$ cat src/hw/vision_pkg.sv
`default_nettype none

package vision_pkg;

    // ========================================
    // raster geometry
    // ========================================
    // scaled-down raster, keeps simulation short
    localparam int H_ACTIVE    = 32;
    localparam int H_TOTAL     = 40;
    localparam int V_ACTIVE    = 24;
    localparam int V_TOTAL     = 28;
    // vsync low on lines 25 and 26
    localparam int VSYNC_START = 25;
    localparam int VSYNC_END   = 27;
    // counter widths
    localparam int H_CNT_W     = $clog2(H_TOTAL);
    localparam int V_CNT_W     = $clog2(V_TOTAL);

    // ========================================
    // frame memory split
    // ========================================
    localparam int FRAME_PIXELS = H_ACTIVE * V_ACTIVE;
    localparam int ADDR_W       = 10;
    // bank 0 holds 0..511, bank 1 the rest at addr - 512
    localparam int BANK0_DEPTH  = 512;
    localparam int BANK1_DEPTH  = FRAME_PIXELS - BANK0_DEPTH;
    localparam int BANK0_AW     = $clog2(BANK0_DEPTH);
    localparam int BANK1_AW     = $clog2(BANK1_DEPTH);

    // pipeline latencies, counted from the raster address
    localparam int MEM_RD_LAT   = 2;
    localparam int PROC_LAT     = 2;
    // plus one display output register
    localparam int PIPE_LATENCY = MEM_RD_LAT + PROC_LAT + 1;

    // gray weights, sum is 256
    localparam logic [7:0] GRAY_W_R = 8'd77;
    localparam logic [7:0] GRAY_W_G = 8'd150;
    localparam logic [7:0] GRAY_W_B = 8'd29;

    // foreground when |gray - bg| is strictly above this
    localparam logic [7:0] BG_THRESHOLD = 8'd40;

    // display modes, code 3 falls back to original colour
    typedef enum logic [1:0] {
        MODE_ORIG   = 2'd0,
        MODE_GRAY   = 2'd1,
        MODE_BG_SUB = 2'd2
    } display_mode_e;

    // rgb565 -> rgb888, low bits padded with ones
    function automatic logic [23:0] expand_rgb565(input logic [15:0] pix);
        return {pix[15:11], 3'b111, pix[10:5], 2'b11, pix[4:0], 3'b111};
    endfunction

endpackage

`default_nettype wire

$ cat src/hw/display_select.sv
`timescale 1ns/1ps
`default_nettype none

module display_select import vision_pkg::*; (
    input  logic          clk_25MHz,
    input  logic          rst,
    input  display_mode_e display_mode,
    input  logic [15:0]   pix_rgb565,
    input  logic [7:0]    pix_gray,
    input  logic          pix_fg,
    input  logic          pix_active,
    output logic          pixel_valid,
    output logic [7:0]    display_r,
    output logic [7:0]    display_g,
    output logic [7:0]    display_b,
    output logic          fg_mask
);

    logic [23:0] rgb888;
    logic [7:0]  sel_r;
    logic [7:0]  sel_g;
    logic [7:0]  sel_b;

    assign rgb888 = expand_rgb565(pix_rgb565);

    // ========================================
    // mode mux
    // ========================================
    always_comb begin
        // original colour unless a mode overrides
        sel_r = rgb888[23:16];
        sel_g = rgb888[15:8];
        sel_b = rgb888[7:0];
        case (display_mode)
            MODE_GRAY: begin
                sel_r = pix_gray;
                sel_g = pix_gray;
                sel_b = pix_gray;
            end
            MODE_BG_SUB: begin
                // background pixels go black
                if (!pix_fg) begin
                    sel_r = 8'd0;
                    sel_g = 8'd0;
                    sel_b = 8'd0;
                end
            end
            default: begin
            end
        endcase
    end

    // registered outputs at T0+5, blanked outside active area
    always_ff @(posedge clk_25MHz) begin
        if (rst) begin
            pixel_valid <= 1'b0;
            display_r   <= 8'd0;
            display_g   <= 8'd0;
            display_b   <= 8'd0;
            fg_mask     <= 1'b0;
        end else begin
            pixel_valid <= pix_active;
            display_r   <= pix_active ? sel_r : 8'd0;
            display_g   <= pix_active ? sel_g : 8'd0;
            display_b   <= pix_active ? sel_b : 8'd0;
            fg_mask     <= pix_active && pix_fg;
        end
    end

endmodule

`default_nettype wire

$ cat config.mk
export PLATFORM = sky130hd
export DESIGN_NAME = display_select
export DESIGN_NICKNAME = d
export VERILOG_FILES = /design/src/hw/vision_pkg.sv /design/src/hw/display_select.sv
export SDC_FILE = /design/constraint.sdc
export NUM_CORES = 1
export LEC_CHECK = 0
export ABC_AREA = 1
export BUFFER_PORTS_ARGS = -buffer_cell sky130_fd_sc_hd__buf_4
export CAP_MARGIN = 15
export CORE_AREA = 2 2 53 55
export CTS_CLUSTER_SIZE = 25
export DETAILED_ROUTE_END_ITERATION = 7
export DIE_AREA = 0 0 55 57
export GPL_TIMING_DRIVEN = 0
export PLACE_DENSITY_LB_ADDON = 0.12
export SLEW_MARGIN = 40
export SYNTH_ARGS = -nofsm -noshare
export SYNTH_HDL_FRONTEND = slang
export SYNTH_SLANG_ARGS = --single-unit
$ cat constraint.sdc
create_clock -name clk_25MHz -period 1.2 [get_ports clk_25MHz]
set_input_delay 0.12 -clock clk_25MHz [delete_from_list [all_inputs] [get_ports clk_25MHz]]
set_output_delay 0.12 -clock clk_25MHz [all_outputs]
set_load 0.02 [all_outputs]
==> flow_summary.json, run 1 <==
{
  "layout_commonest_cell": "buf_4",
  "synth_top_family_by_area": "simple AND/OR/NAND/NOR gates",
  "avgSynthCellArea_um2": 8.525,
  "crit_fanout": 10,
  "ys_seq_area_share_pct": 54.19,
  "hpwl_mm": 1.496,
  "worst_pin_slew_ps": 174.2,
  "place_congestion": 0.7082,
  "grtUsageMet1_pct": 15.82,
  "slowest_stage": "dlygate4sd3_1",
  "synthXorXnorAreaFrac_pct": 0,
  "cts_tree": "yes",
  "min_period_ps": 1080,
  "cts_setup_buffers": 0,
  "multi_input_area_um2": 256.5,
  "layout.cells.non_filler": 182,
  "die_height_um": 57,
  "clk_pin_slew_ps": 100,
  "crit_chain": "dlygate4sd3_1 -> buf_4 -> nor2_4 -> inv_2 -> buf_6 -> a21oi_1",
  "synthTopCellsByArea": "dfxtp_1 (54%), nand2_1 (12%), a21oi_1 (10%)",
  "ant_nets": 0,
  "slowest_delay_ps": 540,
  "netlist_area_um2": 775.7,
  "critPathKind": "in2reg",
  "critical_path.endpoint_type": "flop",
  "die-area_mm2": 0.003135,
  "p_leak_nw": 0.6729,
  "regArea_um2": 420.4,
  "crit_required_ps": 1430,
  "cts_buffer_depth": 2,
  "placed_cell_area_mm2": 0.001227,
  "cts-root-buf": "clkbuf_4",
  "drive_gt1_share_pct": 46.36,
  "grt_use_total_pct": 13.61,
  "ctsResizeCount": 0,
  "startpoint": "rst",
  "hold_path_end": "fg_mask",
  "dpl.cell_count": 177,
  "stdcell_area_mm2": 0.001264,
  "drt-initial-drc-count": 9,
  "status": "completed",
  "muxShareOfSynthArea_pct": 0,
  "setup-violations-final": 0,
  "die_x_um": 55,
  "syn2layout_area_growth_pct": 62.90,
  "rows": 19,
  "grt_max_degree": 12,
  "cts_hold_repair.buffers": 1,
  "antenna_found_initial": 0,
  "yosysTopAreaCellShare_pct": 54.19,
  "drv_slew": 0,
  "final_util_pct": 48.33,
  "io_pins": 56,
  "maxSlewHeadroom_pct": 88.35,
  "nNetsFinal": 184,
  "power_density_mw_per_mm2": 1110,
  "worst_ep_arrival_time_ps": 1310,
  "grt-busiest-layer": "met2",
  "drc": 0,
  "n_antenna_cell": 0,
  "drt-pass1-iter-count": 3,
  "fmax_ghz": 0.9258,
  "hold_ws_ps": 52.55,
  "rsz0062_at_grt": "no",
  "grt_pass1_wl_mm": 3.063,
  "final_cell_mix": "buf_4 (60), nand2_1 (24), dfxtp_1 (21)",
  "port_buffers": 55,
  "vias": 784,
  "cts_buffers": 3,
  "grt_use_met3_pct": 3.141,
  "vias_per_cell": 4.308,
  "synth_seq_cells": 21,
  "met2_usage_pct": 22.96,
  "finalHoldViolations": 0,
  "ir_drop_v": 0.0006550,
  "synthCells": 91,
  "yosysUniqueCellTypes": 14,
  "cts_sinks": 21,
  "start_util_pct": 29.67,
  "htree_num_levels": 1,
  "wl_per_cell_um": 10.47,
  "cp-start-kind": "primary input",
  "worstHoldPathCells": 3,
  "synth_fp_nets": 123,
  "hold_class": "in2reg",
  "wirelength_mm": 1.906,
  "yosys.area_share.simple_pct": 18.87,
  "first_global_vias": 738,
  "cap_violations": 0,
  "overflow": 0,
  "finalCritPeriodShare_pct": 90.01,
  "synth_top_area_cell": "dfxtp_1",
  "core_area_mm2": 0.002615,
  "tns_ps": 0,
  "min_from": "pix_fg",
  "synth_adder_area_share_pct": 3.226,
  "ys.warnings.count": 0,
  "fillers": 270,
  "synth_compound_area_share_pct": 10.97
}
==> registers in the layout, indices dropped and copies added (netlist names) <==
register / cells
display_r: 8
display_g: 6
display_b: 5
fg_mask: 1
pixel_valid: 1
==> worst max-delay path: cells and delay by family <==
kind,cells,cell delay (ps)
and+or+nand+nor,1,150
buffers and inverters,4,940
AOI/OAI and AO/OA,1,110
==> where the power goes <==
part	internal, W	switching, W
registers	0.000730	0.0000112
clock network	0.000129	0.000203
logic	0.000166	0.000164
total	0.00102	0.000378
==> cell usage after synthesis, drive strengths merged <==
cell / n
o21ai: 1
a21oi: 16
nand2: 25
buf: 8
nor2: 2
dfxtp: 21
nand3: 7
ha: 2
inv: 9
==> how the worst max path moves through the flow <==
| stage | to | slack, ps | cells past startpoint |
|---|---|---|---|
| after floorplan | display_r[2] | 110 | 7 |
| after global placement | display_r[2] | -120 | 8 |
| after detailed placement | display_r[2] | -110 | 8 |
| after CTS | display_g[4] | 120 | 6 |
| after global routing | display_r[7] | 50 | 6 |
| final | display_g[4] | 120 | 6 |
==> routing by layer <==
metal,vias up,wire (µm)
li1,404,-
met1,349,711
met2,29,1006
met3,2,169
met4,0,19
met5,-,0
==> stage by stage <==
stage,worst slack (ps),total power (W)
floorplan,114.4,0.0009224
global placement,-124.0,0.001082
detailed placement,-114.9,0.001087
CTS,125.0,0.001430
global route,47.89,0.001493
finish,119.9,0.001403
==> cells by family (layout without fill, tap and decap cells) <==
logic type | count (synthesis) | after routing
AND/OR/NAND/NOR | 34 | 34
adder cells (fa/ha/maj) | 2 | 2
AO/OA/AOI/OAI | 17 | 17
flip-flops | 21 | 21
buffers and inverters | 17 | 77
==> cell type report <==
| class | instances | share of cell area, % |
|---|---|---|
| repair buffers | 56 | 33.47 |
| multi-input cells | 53 | 20.30 |
| flip-flops and latches | 21 | 33.27 |
| plain buffers | 8 | 5.149 |
| clock buffers | 4 | 2.079 |
| well taps | 31 | 3.069 |
| inverters | 9 | 2.673 |
Power figures use the tool's default switching activity.
==> inputs of run 2 (changes only) <==
CORE_AREA = 2 2 48 50   (was 2 2 53 55)
DIE_AREA = 0 0 50 52   (was 0 0 55 57)
==> run 2 against run 1 <==
- flip-flop and latch count unchanged
- setup slack better by 25 ps
- fmax up 2.4%
- count of clock-buffer cells in the layout unchanged
- routed wire length down 0.58%
- final cell count down 1.6%
- critical path depth unchanged
==> flow_summary.json, run 2 (synthesis gave the netlist of run 1 again) <==
{
  "crit_required_ps": 1440,
  "cts_sinks": 21,
  "vias": 758,
  "power_density_mw_per_mm2": 1120,
  "min_period_ps": 1055,
  "dp_slack_ps": -124.3,
  "critPathKind": "in2reg",
  "cp-start-kind": "primary input",
  "cts-root-buf": "clkbuf_4",
  "drt-pass1-iter-count": 2,
  "overflow": 0,
  "largest_register_ffs": 8,
  "finalCritPeriodShare_pct": 87.91,
  "layout_commonest_cell": "buf_4",
  "ir_drop_v": 0.0006116,
  "tns_ps": 0,
  "maxSlewHeadroom_pct": 88.00,
  "top_register": "display_r",
  "finalHoldViolations": 0,
  "final_cell_mix": "buf_4 (60), nand2_1 (24), dfxtp_1 (21)",
  "port_buffers": 55,
  "die_x_um": 50,
  "start_util_pct": 36.84,
  "place_congestion": 0.6661,
  "slowest_stage": "dlygate4sd3_1",
  "critical_path.endpoint_type": "flop",
  "drt-initial-drc-count": 3,
  "worst_pin_slew_ps": 179.4,
  "fin_ws_ps": 145.1,
  "io_pins": 56,
  "hold_class": "in2reg",
  "cts_tree": "yes",
  "ant_nets": 0,
  "setup-violations-final": 0,
  "nNetsFinal": 184,
  "grt_use_total_pct": 15.19,
  "slowest_delay_ps": 530,
  "rsz0062_at_grt": "no",
  "ctsResizeCount": 0,
  "syn2layout_area_growth_pct": 62.42,
  "clk_pin_slew_ps": 120,
  "wirelength_mm": 1.895,
  "die_height_um": 52,
  "core_area_mm2": 0.002106,
  "wl_per_cell_um": 10.59,
  "vias_per_cell": 4.235,
  "worst_ep_arrival_time_ps": 1290,
  "crit_chain": "dlygate4sd3_1 -> buf_4 -> nor2_4 -> inv_2 -> buf_6 -> a21oi_1",
  "grt_max_degree": 12,
  "cts_buffers": 3,
  "fmax_ghz": 0.9480,
  "n_antenna_cell": 0,
  "htree_num_levels": 1,
  "antenna_found_initial": 0,
  "drive_gt1_share_pct": 46.36,
  "drc": 0,
  "grt_pass1_wl_mm": 3.001,
  "crit_fanout": 10,
  "worstHoldPathCells": 3,
  "rows": 17,
  "cts_buffer_depth": 2,
  "status": "completed",
  "p_leak_nw": 0.6729,
  "die-area_mm2": 0.002600,
  "cap_violations": 0,
  "reg_top3": "display_r (8), display_g (6), display_b (5)",
  "hpwl_mm": 1.471,
  "first_global_vias": 675,
  "drv_slew": 0
}
## run 2: cell counts in the layout (fill, tap and decap cells not counted)
Identical to the previous run, type by type.
## run 2: power breakdown
part / switching (W) / total (W) / internal (W)
Sequential: 0.0000106 / 0.000740 / 0.000730
Combinational: 0.000164 / 0.000329 / 0.000166
Clock: 0.000213 / 0.000342 / 0.000129
## run 2: cell type report
| cell class | count | area [µm²] |
|---|---|---|
| Buffer | 8 | 65.06 |
| Clock buffer | 4 | 26.28 |
| Fill cell | 209 | 845.8 |
| Inverter | 9 | 33.78 |
| Multi-Input combinational cell | 53 | 256.5 |
| Sequential cell | 21 | 420.4 |
| Tap cell | 28 | 35.03 |
| Timing Repair Buffer | 56 | 422.9 |
## run 2: metal layers
metal / vias to the layer above / global-route usage (%) / wire [µm]
met1: 325 / 18.10 / 766
met2: 29 / 25.66 / 962
met3: 2 / 4.598 / 155
li1: 402 / - / -
met4: 0 / 5.556 / 11
met5: - / 0 / 0
## run 2: worst paths after layout
check              start           end  slack, ps
setup / recovery     rst  display_g[7]        150
hold / removal    pix_fg       fg_mask         40
## run 2: critical path: cells and delay by family
family | cells | cell delay [ps]
buffers and inverters | 4 | 910
and+or+nand+nor | 1 | 140
AOI/OAI and AO/OA | 1 | 110
## run 2: repair_timing
item / 4_1_cts / 5_1_grt
endpoints found under the hold margin: 2 / 0
setup buffers: 0 / 0
hold buffers: 1 / 0
## run 2: per-stage QoR
step	utilization, %	instances	area, µm²	hold slack [ps]	total power, W
floorplan	-	91	775.7	191.5	0.0009224
global placement	58.11	174	1224	305.8	0.001081
detailed placement	58.11	174	1224	310.9	0.001086
CTS	59.83	179	1260	31.80	0.001419
global route	59.83	179	1260	51.86	0.001479
finish	59.83	179	1260	39.36	0.001412
