### src/hw/vision_pkg.sv
`default_nettype none

package vision_pkg;

    // ========================================
    // raster geometry
    // ========================================
    // scaled-down raster, keeps simulation short
    localparam int H_ACTIVE    = 32;
    localparam int H_TOTAL     = 40;
    localparam int V_ACTIVE    = 24;
    localparam int V_TOTAL     = 28;
    // vsync low on lines 25 and 26
    localparam int VSYNC_START = 25;
    localparam int VSYNC_END   = 27;
    // counter widths
    localparam int H_CNT_W     = $clog2(H_TOTAL);
    localparam int V_CNT_W     = $clog2(V_TOTAL);

    // ========================================
    // frame memory split
    // ========================================
    localparam int FRAME_PIXELS = H_ACTIVE * V_ACTIVE;
    localparam int ADDR_W       = 10;
    // bank 0 holds 0..511, bank 1 the rest at addr - 512
    localparam int BANK0_DEPTH  = 512;
    localparam int BANK1_DEPTH  = FRAME_PIXELS - BANK0_DEPTH;
    localparam int BANK0_AW     = $clog2(BANK0_DEPTH);
    localparam int BANK1_AW     = $clog2(BANK1_DEPTH);

    // pipeline latencies, counted from the raster address
    localparam int MEM_RD_LAT   = 2;
    localparam int PROC_LAT     = 2;
    // plus one display output register
    localparam int PIPE_LATENCY = MEM_RD_LAT + PROC_LAT + 1;

    // gray weights, sum is 256
    localparam logic [7:0] GRAY_W_R = 8'd77;
    localparam logic [7:0] GRAY_W_G = 8'd150;
    localparam logic [7:0] GRAY_W_B = 8'd29;

    // foreground when |gray - bg| is strictly above this
    localparam logic [7:0] BG_THRESHOLD = 8'd40;

    // display modes, code 3 falls back to original colour
    typedef enum logic [1:0] {
        MODE_ORIG   = 2'd0,
        MODE_GRAY   = 2'd1,
        MODE_BG_SUB = 2'd2
    } display_mode_e;

    // rgb565 -> rgb888, low bits padded with ones
    function automatic logic [23:0] expand_rgb565(input logic [15:0] pix);
        return {pix[15:11], 3'b111, pix[10:5], 2'b11, pix[4:0], 3'b111};
    endfunction

endpackage

`default_nettype wire

### src/hw/raster_scan.sv
`timescale 1ns/1ps
`default_nettype none

module raster_scan import vision_pkg::*; (
    input  logic              clk_25MHz,
    input  logic              rst,
    output logic [ADDR_W-1:0] rd_addr,
    output logic              active,
    output logic              vsync,
    output logic              vga_enable
);

    logic [H_CNT_W-1:0] h_cnt;
    logic [V_CNT_W-1:0] v_cnt;
    logic               h_last;
    logic               v_last;
    logic               pos_active;
    logic               pos_vsync;
    logic               frame_start;
    logic               vsync_prev;

    // position decode from the current counters
    assign h_last      = (h_cnt == H_CNT_W'(H_TOTAL - 1));
    assign v_last      = (v_cnt == V_CNT_W'(V_TOTAL - 1));
    assign pos_active  = (h_cnt < H_CNT_W'(H_ACTIVE)) && (v_cnt < V_CNT_W'(V_ACTIVE));
    assign pos_vsync   = (v_cnt >= V_CNT_W'(VSYNC_START)) && (v_cnt < V_CNT_W'(VSYNC_END));
    assign frame_start = (h_cnt == '0) && (v_cnt == '0);

    // ========================================
    // pixel and line counters
    // ========================================
    always_ff @(posedge clk_25MHz) begin
        if (rst) begin
            h_cnt <= '0;
            v_cnt <= '0;
        end else if (h_last) begin
            h_cnt <= '0;
            // wrap to line 0 after the last blank line
            v_cnt <= v_last ? '0 : v_cnt + V_CNT_W'(1);
        end else begin
            h_cnt <= h_cnt + H_CNT_W'(1);
        end
    end

    // registered timing outputs, one pixel per cycle
    always_ff @(posedge clk_25MHz) begin
        if (rst) begin
            active  <= 1'b0;
            vsync   <= 1'b1;
            rd_addr <= '0;
        end else begin
            active <= pos_active;
            vsync  <= !pos_vsync;
            // address holds through blanking, restarts each frame
            if (pos_active) begin
                rd_addr <= frame_start ? '0 : rd_addr + ADDR_W'(1);
            end
        end
    end

    // display enable latches on first vsync rising edge
    always_ff @(posedge clk_25MHz) begin
        if (rst) begin
            vsync_prev <= 1'b1;
            vga_enable <= 1'b0;
        end else begin
            vsync_prev <= vsync;
            if (vsync && !vsync_prev) begin
                vga_enable <= 1'b1;
            end
        end
    end

endmodule

`default_nettype wire

### config.mk
export PLATFORM = sky130hd
export DESIGN_NAME = raster_scan
export DESIGN_NICKNAME = d
export VERILOG_FILES = /design/src/hw/vision_pkg.sv /design/src/hw/raster_scan.sv
export SDC_FILE = /design/constraint.sdc
export NUM_CORES = 1
export LEC_CHECK = 0
export BUFFER_PORTS_ARGS = -buffer_cell sky130_fd_sc_hd__buf_2
export CAP_MARGIN = 10
export CORE_UTILIZATION = 40
export DETAILED_ROUTE_END_ITERATION = 8
export PLACE_DENSITY = 0.68
export SYNTH_ARGS = -nofsm -noshare
export SYNTH_HDL_FRONTEND = slang
export SYNTH_SLANG_ARGS = --single-unit
### constraint.sdc
create_clock -name clk_25MHz -period 4.5 [get_ports clk_25MHz]
set_input_delay 0.225 -clock clk_25MHz [delete_from_list [all_inputs] [get_ports clk_25MHz]]
set_output_delay 0.225 -clock clk_25MHz [all_outputs]
set_load 0.02 [all_outputs]
==> summary.md, run 1 <==
| Metric | Value |
|---|---|
| Run status | finished clean |
| Hold path startpoint | rst |
| Gate count after technology mapping | 126 |
| Largest driver fanout on the critical path | 10 |
| Slew Limit Headroom | 76.11% |
| Core Area | 2734 um^2 |
| Most crowded layer after global routing | met2 |
| WHS Path Cells | 2 |
| Actual transition at the worst max-transition pin | 0.3584 ns |
| Number of enable-type register cells in the synthesized netlist | 0 |
| Period utilisation layout | about two fifths |
| X dimension of the die | 55.59 um |
| Launching point of the worst reg2reg path | h_cnt[0]$_SDFF_PP0_ |
| Critical Path Start Type | register |
| Syn avg cell area | 9.116 um^2 |
| Register bit count reported by yosys | 25 |
| Setup TNS | 0 ns |
| Vertical die dimension | 55.59 um |
| Largest vdd supply drop | 0.2149 mV |
| Standard-cell rows | 19 |
| Fraction of final layout cells sized beyond drive strength 1 | 19.57% |
| Global-route total usage across every layer | 13.93% |
| Worst-case reg-to-reg path depth | 5 |
| DR DRC count | 0 |
| PostCTS Resize Cnt | 0 |
| Top post-synthesis cells by area | dfxtp_1, ha_1, nor2_1 |
| Overflow after GRT | 0 |
| Final Hold Violating Endpoints | 0 |
| Global routing met2 resource utilization | 23.06% |
| End point of the worst hold path | active$_SDFF_PP0_ |
| Initial core utilization | 42.01% |
| Setup Slack @ Placement | 2.763 ns |
| Number of levels in the clock H-tree | 1 |
| Cell area after synthesis | 1149 um^2 |
| Final #Nets | 147 |
| CTS Buffer Depth | 2 |
| Unrepaired setup endpoints after global routing | false |
| Top Ports | 15 |
| Overall routed net length | 2016 um |
| Initial drt markers | 28 |
| TritonCTS buffer count | 3 |
| CTS Sinks | 25 |
| Hold Buf Count CTS | 0 |
| Power consumption | around 0.36 mW |
| CTS clk-pin slew, worst paths | 0.14 ns |
| Leakage | 0.4934 nW |
| Worst Hold Class | in2reg |
| Cell with the most instances after synthesis | dfxtp_1 |
| Library cells used by synthesis | 36 |
| Number of buffers inserted to repair setup after CTS | 0 |
| Fraction of synthesis flops using an asynchronous set or reset pin | 0% |
| TritonCTS clock tree | yes |
| Final setup violation count | 0 |
| Final period demand of the worst path | 1.770 ns |
| Endpoint class of the critical path | register |
| Final Slew Violations | 0 |
| Proportion of netlist area held by the largest area contributor | between 40% and 50% |
| Maximum clock frequency | 0.5650 GHz |
| Final worst clock skew | between 0.004 and 0.005 ns |
| Dominant synthesized flop cell | dfxtp_1 |
| Placer Congestion | 0.8036 |
| Sequential area share after synthesis | between 40 and 50% |
| Total area of multi-input combinational cells | between 500 and 600 um^2 |
| Reg area | 500.5 um^2 |
| Count of vias placed by the detailed router | 911 |
| Synth Warn # | 0 |
| Fillcell total | 272 |
| Cell type with the largest total area after synthesis | dfxtp_1 |
| Worst path arrival time | 2.01 ns |
| Fraction of met1 tracks used by global routing | 18.61% |
| Relative area change from synthesis to final layout | 9.259% |
| Mean routed wirelength per cell | 11.93 um |
| Post-synth top cells | dfxtp_1, nor2_1, a21oi_1 |
| Via/cell ratio | 5.391 |
| Reg2reg setup slack | between 2 and 3 ns |
| Remaining antenna violation count | 0 |
| Mapped Nets | about 130 |
| Worst reg2reg endpoint | v_cnt[3]$_SDFFE_PP0N_ |
| Clk_lat worst skew | 0.31 ns |
| Port buffer count | 14 |
| Inserted Diodes | 0 |
| Antenna violations before repair | 0 |
| Count of max-cap constraint violations | 0 |
| Post-route setup slack | 2.730 ns |
| Met3 demand-to-capacity share in global routing | around 3.0% |
| Critical Path RT | 4.74 ns |
| Maximum number of pins on one net before global-route repair | 19 |
| Clk Tree Root Cell | clkbuf_4 |
| Pwr/cell area | 283.0 nW/um^2 |
| Worst Setup Path Type | reg2reg |
| Total Die Area | between 3000 and 4000 um^2 |
| Via count of the first global-routing pass | just over 800 |
| Final HPWL DP | 1435 um |
| Global-route wire length before repair | 3498 um |
| Pre-antenna DRT Iters | 4 |
[report_power, final]
part	internal, mW	switching, mW	leakage, nW
combinational	0.00896	0.0137	0.273
clock	0.0332	0.0677	0.0177
sequential	0.226	0.00557	0.203
total	0.268	0.0870	0.493
[cells in the final DEF, fill, tap and decap left out, drive strengths merged]
| cell type | n |
|---|---|
| and4bb | 1 |
| nand4 | 4 |
| nand2b | 1 |
| xor2 | 5 |
| or3 | 4 |
| nand3 | 8 |
| o31ai | 1 |
| a211oi | 1 |
| nor4bb | 1 |
| or2 | 3 |
| o21ai | 4 |
| buf | 14 |
| inv | 6 |
| a31oi | 1 |
| ha | 6 |
| or4 | 1 |
| xnor2 | 2 |
| a41oi | 2 |
| o21a | 1 |
| dfxtp | 25 |
| nor3 | 4 |
| o311ai | 1 |
| a21oi | 10 |
| nand2 | 7 |
| and2 | 2 |
| mux2i | 1 |
| nand4b | 1 |
| nand3b | 1 |
| nor3b | 1 |
| clkbuf | 3 |
| nor2 | 13 |
| clkinv | 1 |
| a311oi | 2 |
[state kept, by name (all words and copies together), names as in the netlist]
signal and cells:
rd_addr 10, h_cnt 6, v_cnt 5, active 1, vga_enable 1, vsync 1, vsync_prev 1
[logic make-up after synthesis]
family / count (synthesis) / share of synthesized area, %
buf+inv: 12 / 4.574
xor+xnor: 7 / 5.338
compound gates: 23 / 13.40
simple gates: 52 / 25.71
mux: 1 / 0.8715
fa+ha+maj: 6 / 6.536
flops: 25 / 43.57
[metal layers]
metal | routed length [um] | vias to the layer above
li1 | - | 468
met1 | 975 | 426
met2 | 963 | 15
met3 | 61 | 2
met4 | 16 | 0
met5 | 0 | -
[worst max path at each step]
stage | from | endpoint | slack, ns | cells after the start
after floorplan | rd_addr[3]$_SDFFE_PP0P_ | rd_addr[8]$_SDFFE_PP0P_ | 3.01 | 4
after global placement | h_cnt[0]$_SDFF_PP0_ | v_cnt[3]$_SDFFE_PP0N_ | 2.87 | 5
after detailed placement | h_cnt[0]$_SDFF_PP0_ | v_cnt[3]$_SDFFE_PP0N_ | 2.76 | 5
after CTS | h_cnt[0]$_SDFF_PP0_ | v_cnt[3]$_SDFFE_PP0N_ | 2.73 | 5
after global routing | h_cnt[0]$_SDFF_PP0_ | v_cnt[3]$_SDFFE_PP0N_ | 2.58 | 5
final | h_cnt[0]$_SDFF_PP0_ | v_cnt[3]$_SDFFE_PP0N_ | 2.73 | 5
[worst max-delay path: stages, from the launching register on]
cell and delay (ns):
dfxtp_1 0.40, ha_1 0.22, and4bb_2 0.29, and2_1 0.36, a41oi_1 0.17, a311oi_1 0.25
[stage by stage]
step | instance area [um^2] | util [%] | hold WS [ns] | cells
5_1_grt | 1255 | 45.90 | 0.2637 | 169
4_1_cts | 1255 | 45.90 | 0.2608 | 169
6_report | 1255 | 45.90 | 0.2657 | 169
3_3_place_gp | 1227 | 44.90 | 0.4468 | 165
2_1_floorplan | 1149 | - | 0.4518 | 126
3_5_place_dp | 1227 | 44.90 | 0.4530 | 165
[layout make-up]
cell class,count,area share (%)
sequential,25,39.88
clock buffer,3,1.795
tap,31,3.091
multi-input combinational,89,47.46
timing repair buffer,14,5.583
inverter,6,1.795
clock inverter,1,0.3988
No activity file was read; power rests on OpenSTA's default activity.
==> inputs of run 2 (changes only) <==
--- a/config.mk
+++ b/config.mk
@@ -9,7 +9,7 @@
 export CAP_MARGIN = 10
 export CORE_UTILIZATION = 40
 export DETAILED_ROUTE_END_ITERATION = 8
-export PLACE_DENSITY = 0.68
+export PLACE_DENSITY = 0.7
 export SYNTH_ARGS = -nofsm -noshare
 export SYNTH_HDL_FRONTEND = slang
 export SYNTH_SLANG_ARGS = --single-unit
==> constraint.sdc (replaced) <==
create_clock -name clk_25MHz -period 1.5 [get_ports clk_25MHz]
set_input_delay 0.075 -clock clk_25MHz [delete_from_list [all_inputs] [get_ports clk_25MHz]]
set_output_delay 0.075 -clock clk_25MHz [all_outputs]
set_load 0.02 [all_outputs]
==> run 2 against run 1 <==
  * Sequential power grew to 3.0 times the previous value
  * Non-clock buffer count is 13 higher
  * Clock skew is 0.012 ns higher
  * Flip-flop and latch count unchanged
  * Clock-buffer cell count is the same
  * Utilization up 4.5 points
  * Wire length is 10% higher
  * Critical endpoint is now rd_addr[9]$_SDFFE_PP0P_
  * Highest routed layer unchanged
==> summary.md, run 2 (same netlist as run 1, synthesis figures left out) <==
| Metric | Value |
|---|---|
| Initial drt markers | 31 |
| Count of vias placed by the detailed router | just under 1000 |
| Launching point of the worst reg2reg path | v_cnt[4]$_SDFFE_PP0N_ |
| WHS Path Cells | 2 |
| Count of max-cap constraint violations | 0 |
| Largest driver fanout on the critical path | 7 |
| Remaining antenna violation count | 0 |
| Reg with most FFs | rd_addr |
| Final setup violation count | 0 |
| X dimension of the die | 55.59 um |
| Via count of the first global-routing pass | 1010 |
| End point of the worst hold path | v_cnt[0]$_SDFFE_PP0N_ |
| Critical Path Start Type | register |
| Cells along the critical path | a21oi_4 > nand4_4 > or4_1 > a21oi_1 |
| Clk Tree Root Cell | clkbuf_4 |
| Worst-case reg-to-reg path depth | 4 |
| CTS Sinks | 25 |
| Placed Cells incl. Taps | 178 |
| Global-route total usage across every layer | 16.65% |
| Critical Path RT | 1.75 ns |
| DR DRC count | 0 |
| Inserted Diodes | 0 |
| Relative area change from synthesis to final layout | 20.04% |
| CP peak stage delay | 0.50 ns |
| Largest vdd supply drop | 0.4015 mV |
| Placer Congestion | approximately 0.74 |
| Endpoint class of the critical path | register |
| Antenna violations before repair | 0 |
| Worst Hold Class | in2reg |
| Overall routed net length | ~2200 um |
| Via/cell ratio | 5.423 |
| Final HPWL DP | about 1700 um |
| Reg2reg setup slack | 0.07 ns |
| Pwr/cell area | ~780 nW/um^2 |
| Hold path startpoint | rst |
| Unrepaired setup endpoints after global routing | true |
| TritonCTS buffer count | 3 |
| TritonCTS clock tree | yes |
| Standard-cell rows | 19 |
| Final worst clock skew | approximately 0.016 ns |
| Core Area | 2734 um^2 |
| Worst reg2reg endpoint | rd_addr[9]$_SDFFE_PP0P_ |
| Period utilisation layout | 95.31% |
| Overflow after GRT | 0 |
| Run status | finished clean |
| Port buffer count | 14 |
| Largest registers in the final layout | rd_addr: 10 flops, h_cnt: 6 flops, v_cnt: 5 flops |
| Actual transition at the worst max-transition pin | 0.3214 ns |
| Fraction of final layout cells sized beyond drive strength 1 | 34.44% |
| Number of levels in the clock H-tree | 1 |
| Global-route wire length before repair | 4105 um |
| Total Die Area | 3090 um^2 |
| CTS Buffer Depth | 2 |
| Pre-antenna DRT Iters | 4 |
| Final Slew Violations | 0 |
| Number of buffers inserted to repair setup after CTS | 0 |
| Cell with the largest stage delay on the worst path | or4_1 |
| Final period demand of the worst path | 1.430 ns |
| Post-route setup slack | 0.07028 ns |
| Worst path arrival time | 1.68 ns |
| CTS clk-pin slew, worst paths | 0.14 ns |
| Slew Limit Headroom | about four fifths |
| Top Ports | 15 |
| Vertical die dimension | 55.59 um |
| Flip-flop count of the largest register, all copies and words added | 10 |
| Most used cells in the layout excluding fill and tap cells | dfxtp_1, buf_2, nor2_1, buf_4, a21oi_1 |
| Worst Setup Path Type | reg2reg |
| Final #Nets | 160 |
| Initial core utilization | between 40% and 50% |
| Post-route non-filler standard cell count | 182 |
| Maximum number of pins on one net before global-route repair | 19 |
| Leakage | between 0.5 and 0.6 nW |
| Maximum clock frequency | 0.6994 GHz |
| Clk_lat worst skew | 0.33 ns |
| Mean routed wirelength per cell | ~12 um |
| Setup Slack @ Placement | -0.02846 ns |
| Final Hold Violating Endpoints | 0 |
| Most common cell after layout, fill and taps aside | dfxtp_1 |
run 2: how the worst max path moves through the flow:
stage,to,cells past startpoint,startpoint,slack (ns)
5_1_grt,rd_addr[1]$_SDFFE_PP0P_,7,h_cnt[0]$_SDFF_PP0_,-0.04
2_1_floorplan,rd_addr[8]$_SDFFE_PP0P_,4,rd_addr[3]$_SDFFE_PP0P_,0.01
4_1_cts,v_cnt[3]$_SDFFE_PP0N_,5,h_cnt[0]$_SDFF_PP0_,0.01
3_5_place_dp,v_cnt[3]$_SDFFE_PP0N_,5,h_cnt[0]$_SDFF_PP0_,-0.03
3_3_place_gp,v_cnt[3]$_SDFFE_PP0N_,5,h_cnt[0]$_SDFF_PP0_,0.06
6_report,rd_addr[9]$_SDFFE_PP0P_,4,v_cnt[4]$_SDFFE_PP0N_,0.07
run 2: layout make-up:
cell class,count,area (um^2)
Sequential cell,25,510.5
Inverter,6,22.52
Fill cell,266,1355
Clock buffer,3,22.52
Tap cell,31,38.79
Clock inverter,1,5.005
Timing Repair Buffer,27,167.7
Multi-Input combinational cell,89,611.8
run 2: metal layers:
layer	track usage, %	vias up	wire (um)
met5	0	-	0
met4	9.643	0	47
met3	2.791	5	58
met2	29.26	17	1168
met1	18.91	471	952
li1	-	494	-
run 2: timing repair:
item / 4_1_cts / 5_1_grt
resized for setup: 1 / 12
gates cloned: 0 / 0
hold buffers: 0 / 0
setup endpoints to repair: 2 / 14
pin swaps: 0 / 3
run 2: worst max-delay path, delay by kind of cell (launching register included):
kind / cells / cell delay, ns
AO/OA/AOI/OAI: 2 / 0.32
AND/OR/NAND/NOR: 2 / 0.66
flip-flops: 1 / 0.38
run 2: power breakdown:
part	leakage (nW)	internal, mW	total, mW	switching [mW]
Clock	0.0177	0.100	0.303	0.203
Combinational	0.345	0.0377	0.0845	0.0468
Sequential	0.206	0.680	0.695	0.0149
run 2: stage by stage:
| stage | setup TNS, ns | hold WS [ns] | power, mW | utilization [%] | cell area (um^2) |
|---|---|---|---|---|---|
| after global routing | -0.1739 | 0.1161 | 1.120 | 50.43 | 1379 |
| after global placement | 0 | 0.4407 | 0.7850 | 48.47 | 1325 |
| final | 0 | 0.1010 | 1.082 | 50.43 | 1379 |
| after CTS | 0 | 0.09821 | 1.089 | 49.52 | 1354 |
| after floorplan | 0 | 0.4021 | 0.7600 | - | 1149 |
| after detailed placement | -0.03843 | 0.4515 | 0.7901 | 48.47 | 1325 |
==> inputs of run 3 (changes only) <==
--- a/config.mk
+++ b/config.mk
@@ -9,6 +9,7 @@
 export CAP_MARGIN = 10
 export CORE_UTILIZATION = 40
 export DETAILED_ROUTE_END_ITERATION = 8
+export MAX_ROUTING_LAYER = met4
 export PLACE_DENSITY = 0.7
 export SYNTH_ARGS = -nofsm -noshare
 export SYNTH_HDL_FRONTEND = slang
==> run 3 against run 2 <==
  * Critical path depth unchanged
  * Clock skew about the same
  * Critical path type unchanged
  * Flip-flop and latch count is the same
  * Critical endpoint unchanged
  * Hold slack barely moved
  * Combinational power barely moved
==> summary.md, run 3 (same netlist as run 1, synthesis figures left out) <==
| Metric | Value |
|---|---|
| Via count of the first global-routing pass | approximately 1000 |
| CP peak stage delay | approximately 0.5 ns |
| Largest vdd supply drop | roughly 0.4 mV |
| Final HPWL DP | approximately 1700 um |
| Initial drt markers | 28 |
| Via/cell ratio | 5.418 |
| Number of buffers and inverters on the critical path | 0 |
| WHS Path Cells | 2 |
| Largest registers in the final layout | rd_addr: 10 flops, h_cnt: 6 flops, v_cnt: 5 flops |
| Setup TNS | 0 ns |
| Count of vias placed by the detailed router | 986 |
| CTS Buffer Depth | 2 |
| Core Area | 2734 um^2 |
| Mean routed wirelength per cell | 12.19 um |
| Worst Hold Class | in2reg |
| Pwr/cell area | 784.8 nW/um^2 |
| DR DRC count | 0 |
| Worst path top cell family by delay | simple AND/OR/NAND/NOR gates |
| Placed Cells incl. Taps | 178 |
| Fraction of met1 tracks used by global routing | between 10% and 20% |
| Pre-antenna DRT Iters | 4 |
| Final setup violation count | 0 |
| Overall routed net length | 2218 um |
| Total Die Area | just over 3000 um^2 |
| Clk Tree Root Cell | clkbuf_4 |
| Launching point of the worst reg2reg path | v_cnt[4]$_SDFFE_PP0N_ |
| Period utilisation layout | 95.31% |
| Fraction of final layout cells sized beyond drive strength 1 | 34.44% |
| TritonCTS clock tree | yes |
| Reg with most FFs | rd_addr |
| Top Ports | 15 |
| Unrepaired setup endpoints after global routing | true |
| Endpoint class of the critical path | register |
| Worst path arrival time | 1.68 ns |
| Global routing met2 resource utilization | 29.26% |
| Reg2reg setup slack | 0.07 ns |
| End point of the worst hold path | v_cnt[0]$_SDFFE_PP0N_ |
| CTS Sinks | 25 |
| Final Hold Violating Endpoints | 0 |
| Met3 demand-to-capacity share in global routing | 2.791% |
| Vertical die dimension | between 50 and 60 um |
| Global-route total usage across every layer | 17.12% |
| Setup Slack @ Placement | -0.02846 ns |
| TritonCTS buffer count | 3 |
| Worst-case reg-to-reg path depth | 4 |
| Flip-flop count of the largest register, all copies and words added | 10 |
| Number of levels in the clock H-tree | 1 |
| Cells along the critical path | a21oi_4 > nand4_4 > or4_1 > a21oi_1 |
| Most used cells in the layout excluding fill and tap cells | dfxtp_1, buf_2, nor2_1, buf_4, a21oi_1 |
| Placer Congestion | 0.7463 |
| Post-route setup slack | 0.07029 ns |
| Crit path from | v_cnt[4]$_SDFFE_PP0N_ |
| Standard-cell rows | 19 |
| Clk_lat worst skew | 0.33 ns |
| Worst reg2reg endpoint | rd_addr[9]$_SDFFE_PP0P_ |
| Final Slew Violations | 0 |
| Worst Setup Path Type | reg2reg |
| Final worst clock skew | approximately 0.016 ns |
| Post-route non-filler standard cell count | 182 |
| Actual transition at the worst max-transition pin | 0.3209 ns |
| Overflow after GRT | 0 |
| Global-route wire length before repair | 4105 um |
| Remaining antenna violation count | 0 |
| Most common cell after layout, fill and taps aside | dfxtp_1 |
| Relative area change from synthesis to final layout | 20.04% |
| Slew Limit Headroom | around four fifths |
| Final period demand of the worst path | between 1 and 1.5 ns |
| Critical Path RT | ~1.8 ns |
| Most crowded layer after global routing | met2 |
| Run status | finished clean |
| Number of buffers inserted to repair setup after CTS | 0 |
| Smallest hold slack | 0.1008 ns |
| Cell with the largest stage delay on the worst path | or4_1 |
| Maximum clock frequency | 0.6994 GHz |
| Maximum number of pins on one net before global-route repair | 19 |
| Leakage | between 0.5 and 0.6 nW |
| Initial core utilization | 42.01% |
| Final #Nets | 160 |
| Inserted Diodes | 0 |
| Critical Path Start Type | register |
| X dimension of the die | 55.59 um |
| Port buffer count | 14 |
| Hold Buf Count CTS | 0 |
| Hold path startpoint | rst |
| Antenna violations before repair | 0 |
| CTS clk-pin slew, worst paths | 0.14 ns |
| Largest driver fanout on the critical path | 7 |
| Count of max-cap constraint violations | 0 |
[run 3: cell counts in the layout (fill, tap and decap cells not counted)]
No cell type changed its count.
[run 3: report_power, final]
part	switching (mW)	internal (mW)
Combinational	0.0468	0.0377
Clock	0.203	0.100
Sequential	0.0147	0.680
[run 3: worst max path at each step]
stage	end	slack, ns	depth (start not counted)
detailed placement	v_cnt[3]$_SDFFE_PP0N_	-0.03	5
floorplan	rd_addr[8]$_SDFFE_PP0P_	0.01	4
finish	rd_addr[9]$_SDFFE_PP0P_	0.07	4
global route	rd_addr[1]$_SDFFE_PP0P_	-0.04	7
global placement	v_cnt[3]$_SDFFE_PP0N_	0.06	5
CTS	v_cnt[3]$_SDFFE_PP0N_	0.01	5
[run 3: repair_timing]
item	4_1_cts	5_1_grt
endpoints found under the setup margin	2	14
gates resized for setup	1	12
pin swaps	0	3
[run 3: metrics by stage]
stage / total power, mW / instance area (um^2) / utilization (%)
4_1_cts: 1.089 / 1354 / 49.52
6_report: 1.082 / 1379 / 50.43
2_1_floorplan: 0.7600 / 1149 / -
5_1_grt: 1.120 / 1379 / 50.43
3_5_place_dp: 0.7901 / 1325 / 48.47
3_3_place_gp: 0.7850 / 1325 / 48.47
[run 3: cell type report]
class,instances,area (um^2)
Fill cell,266,1355
Inverter,6,22.52
Tap cell,31,38.79
Sequential cell,25,510.5
Multi-Input combinational cell,89,611.8
Timing Repair Buffer,27,167.7
Clock inverter,1,5.005
Clock buffer,3,22.52
[run 3: layer usage]
layer | vias to the layer above | wire, um
li1 | 493 | -
met1 | 471 | 947
met2 | 17 | 1169
met3 | 5 | 53
met4 | 0 | 46
met5 | - | 0
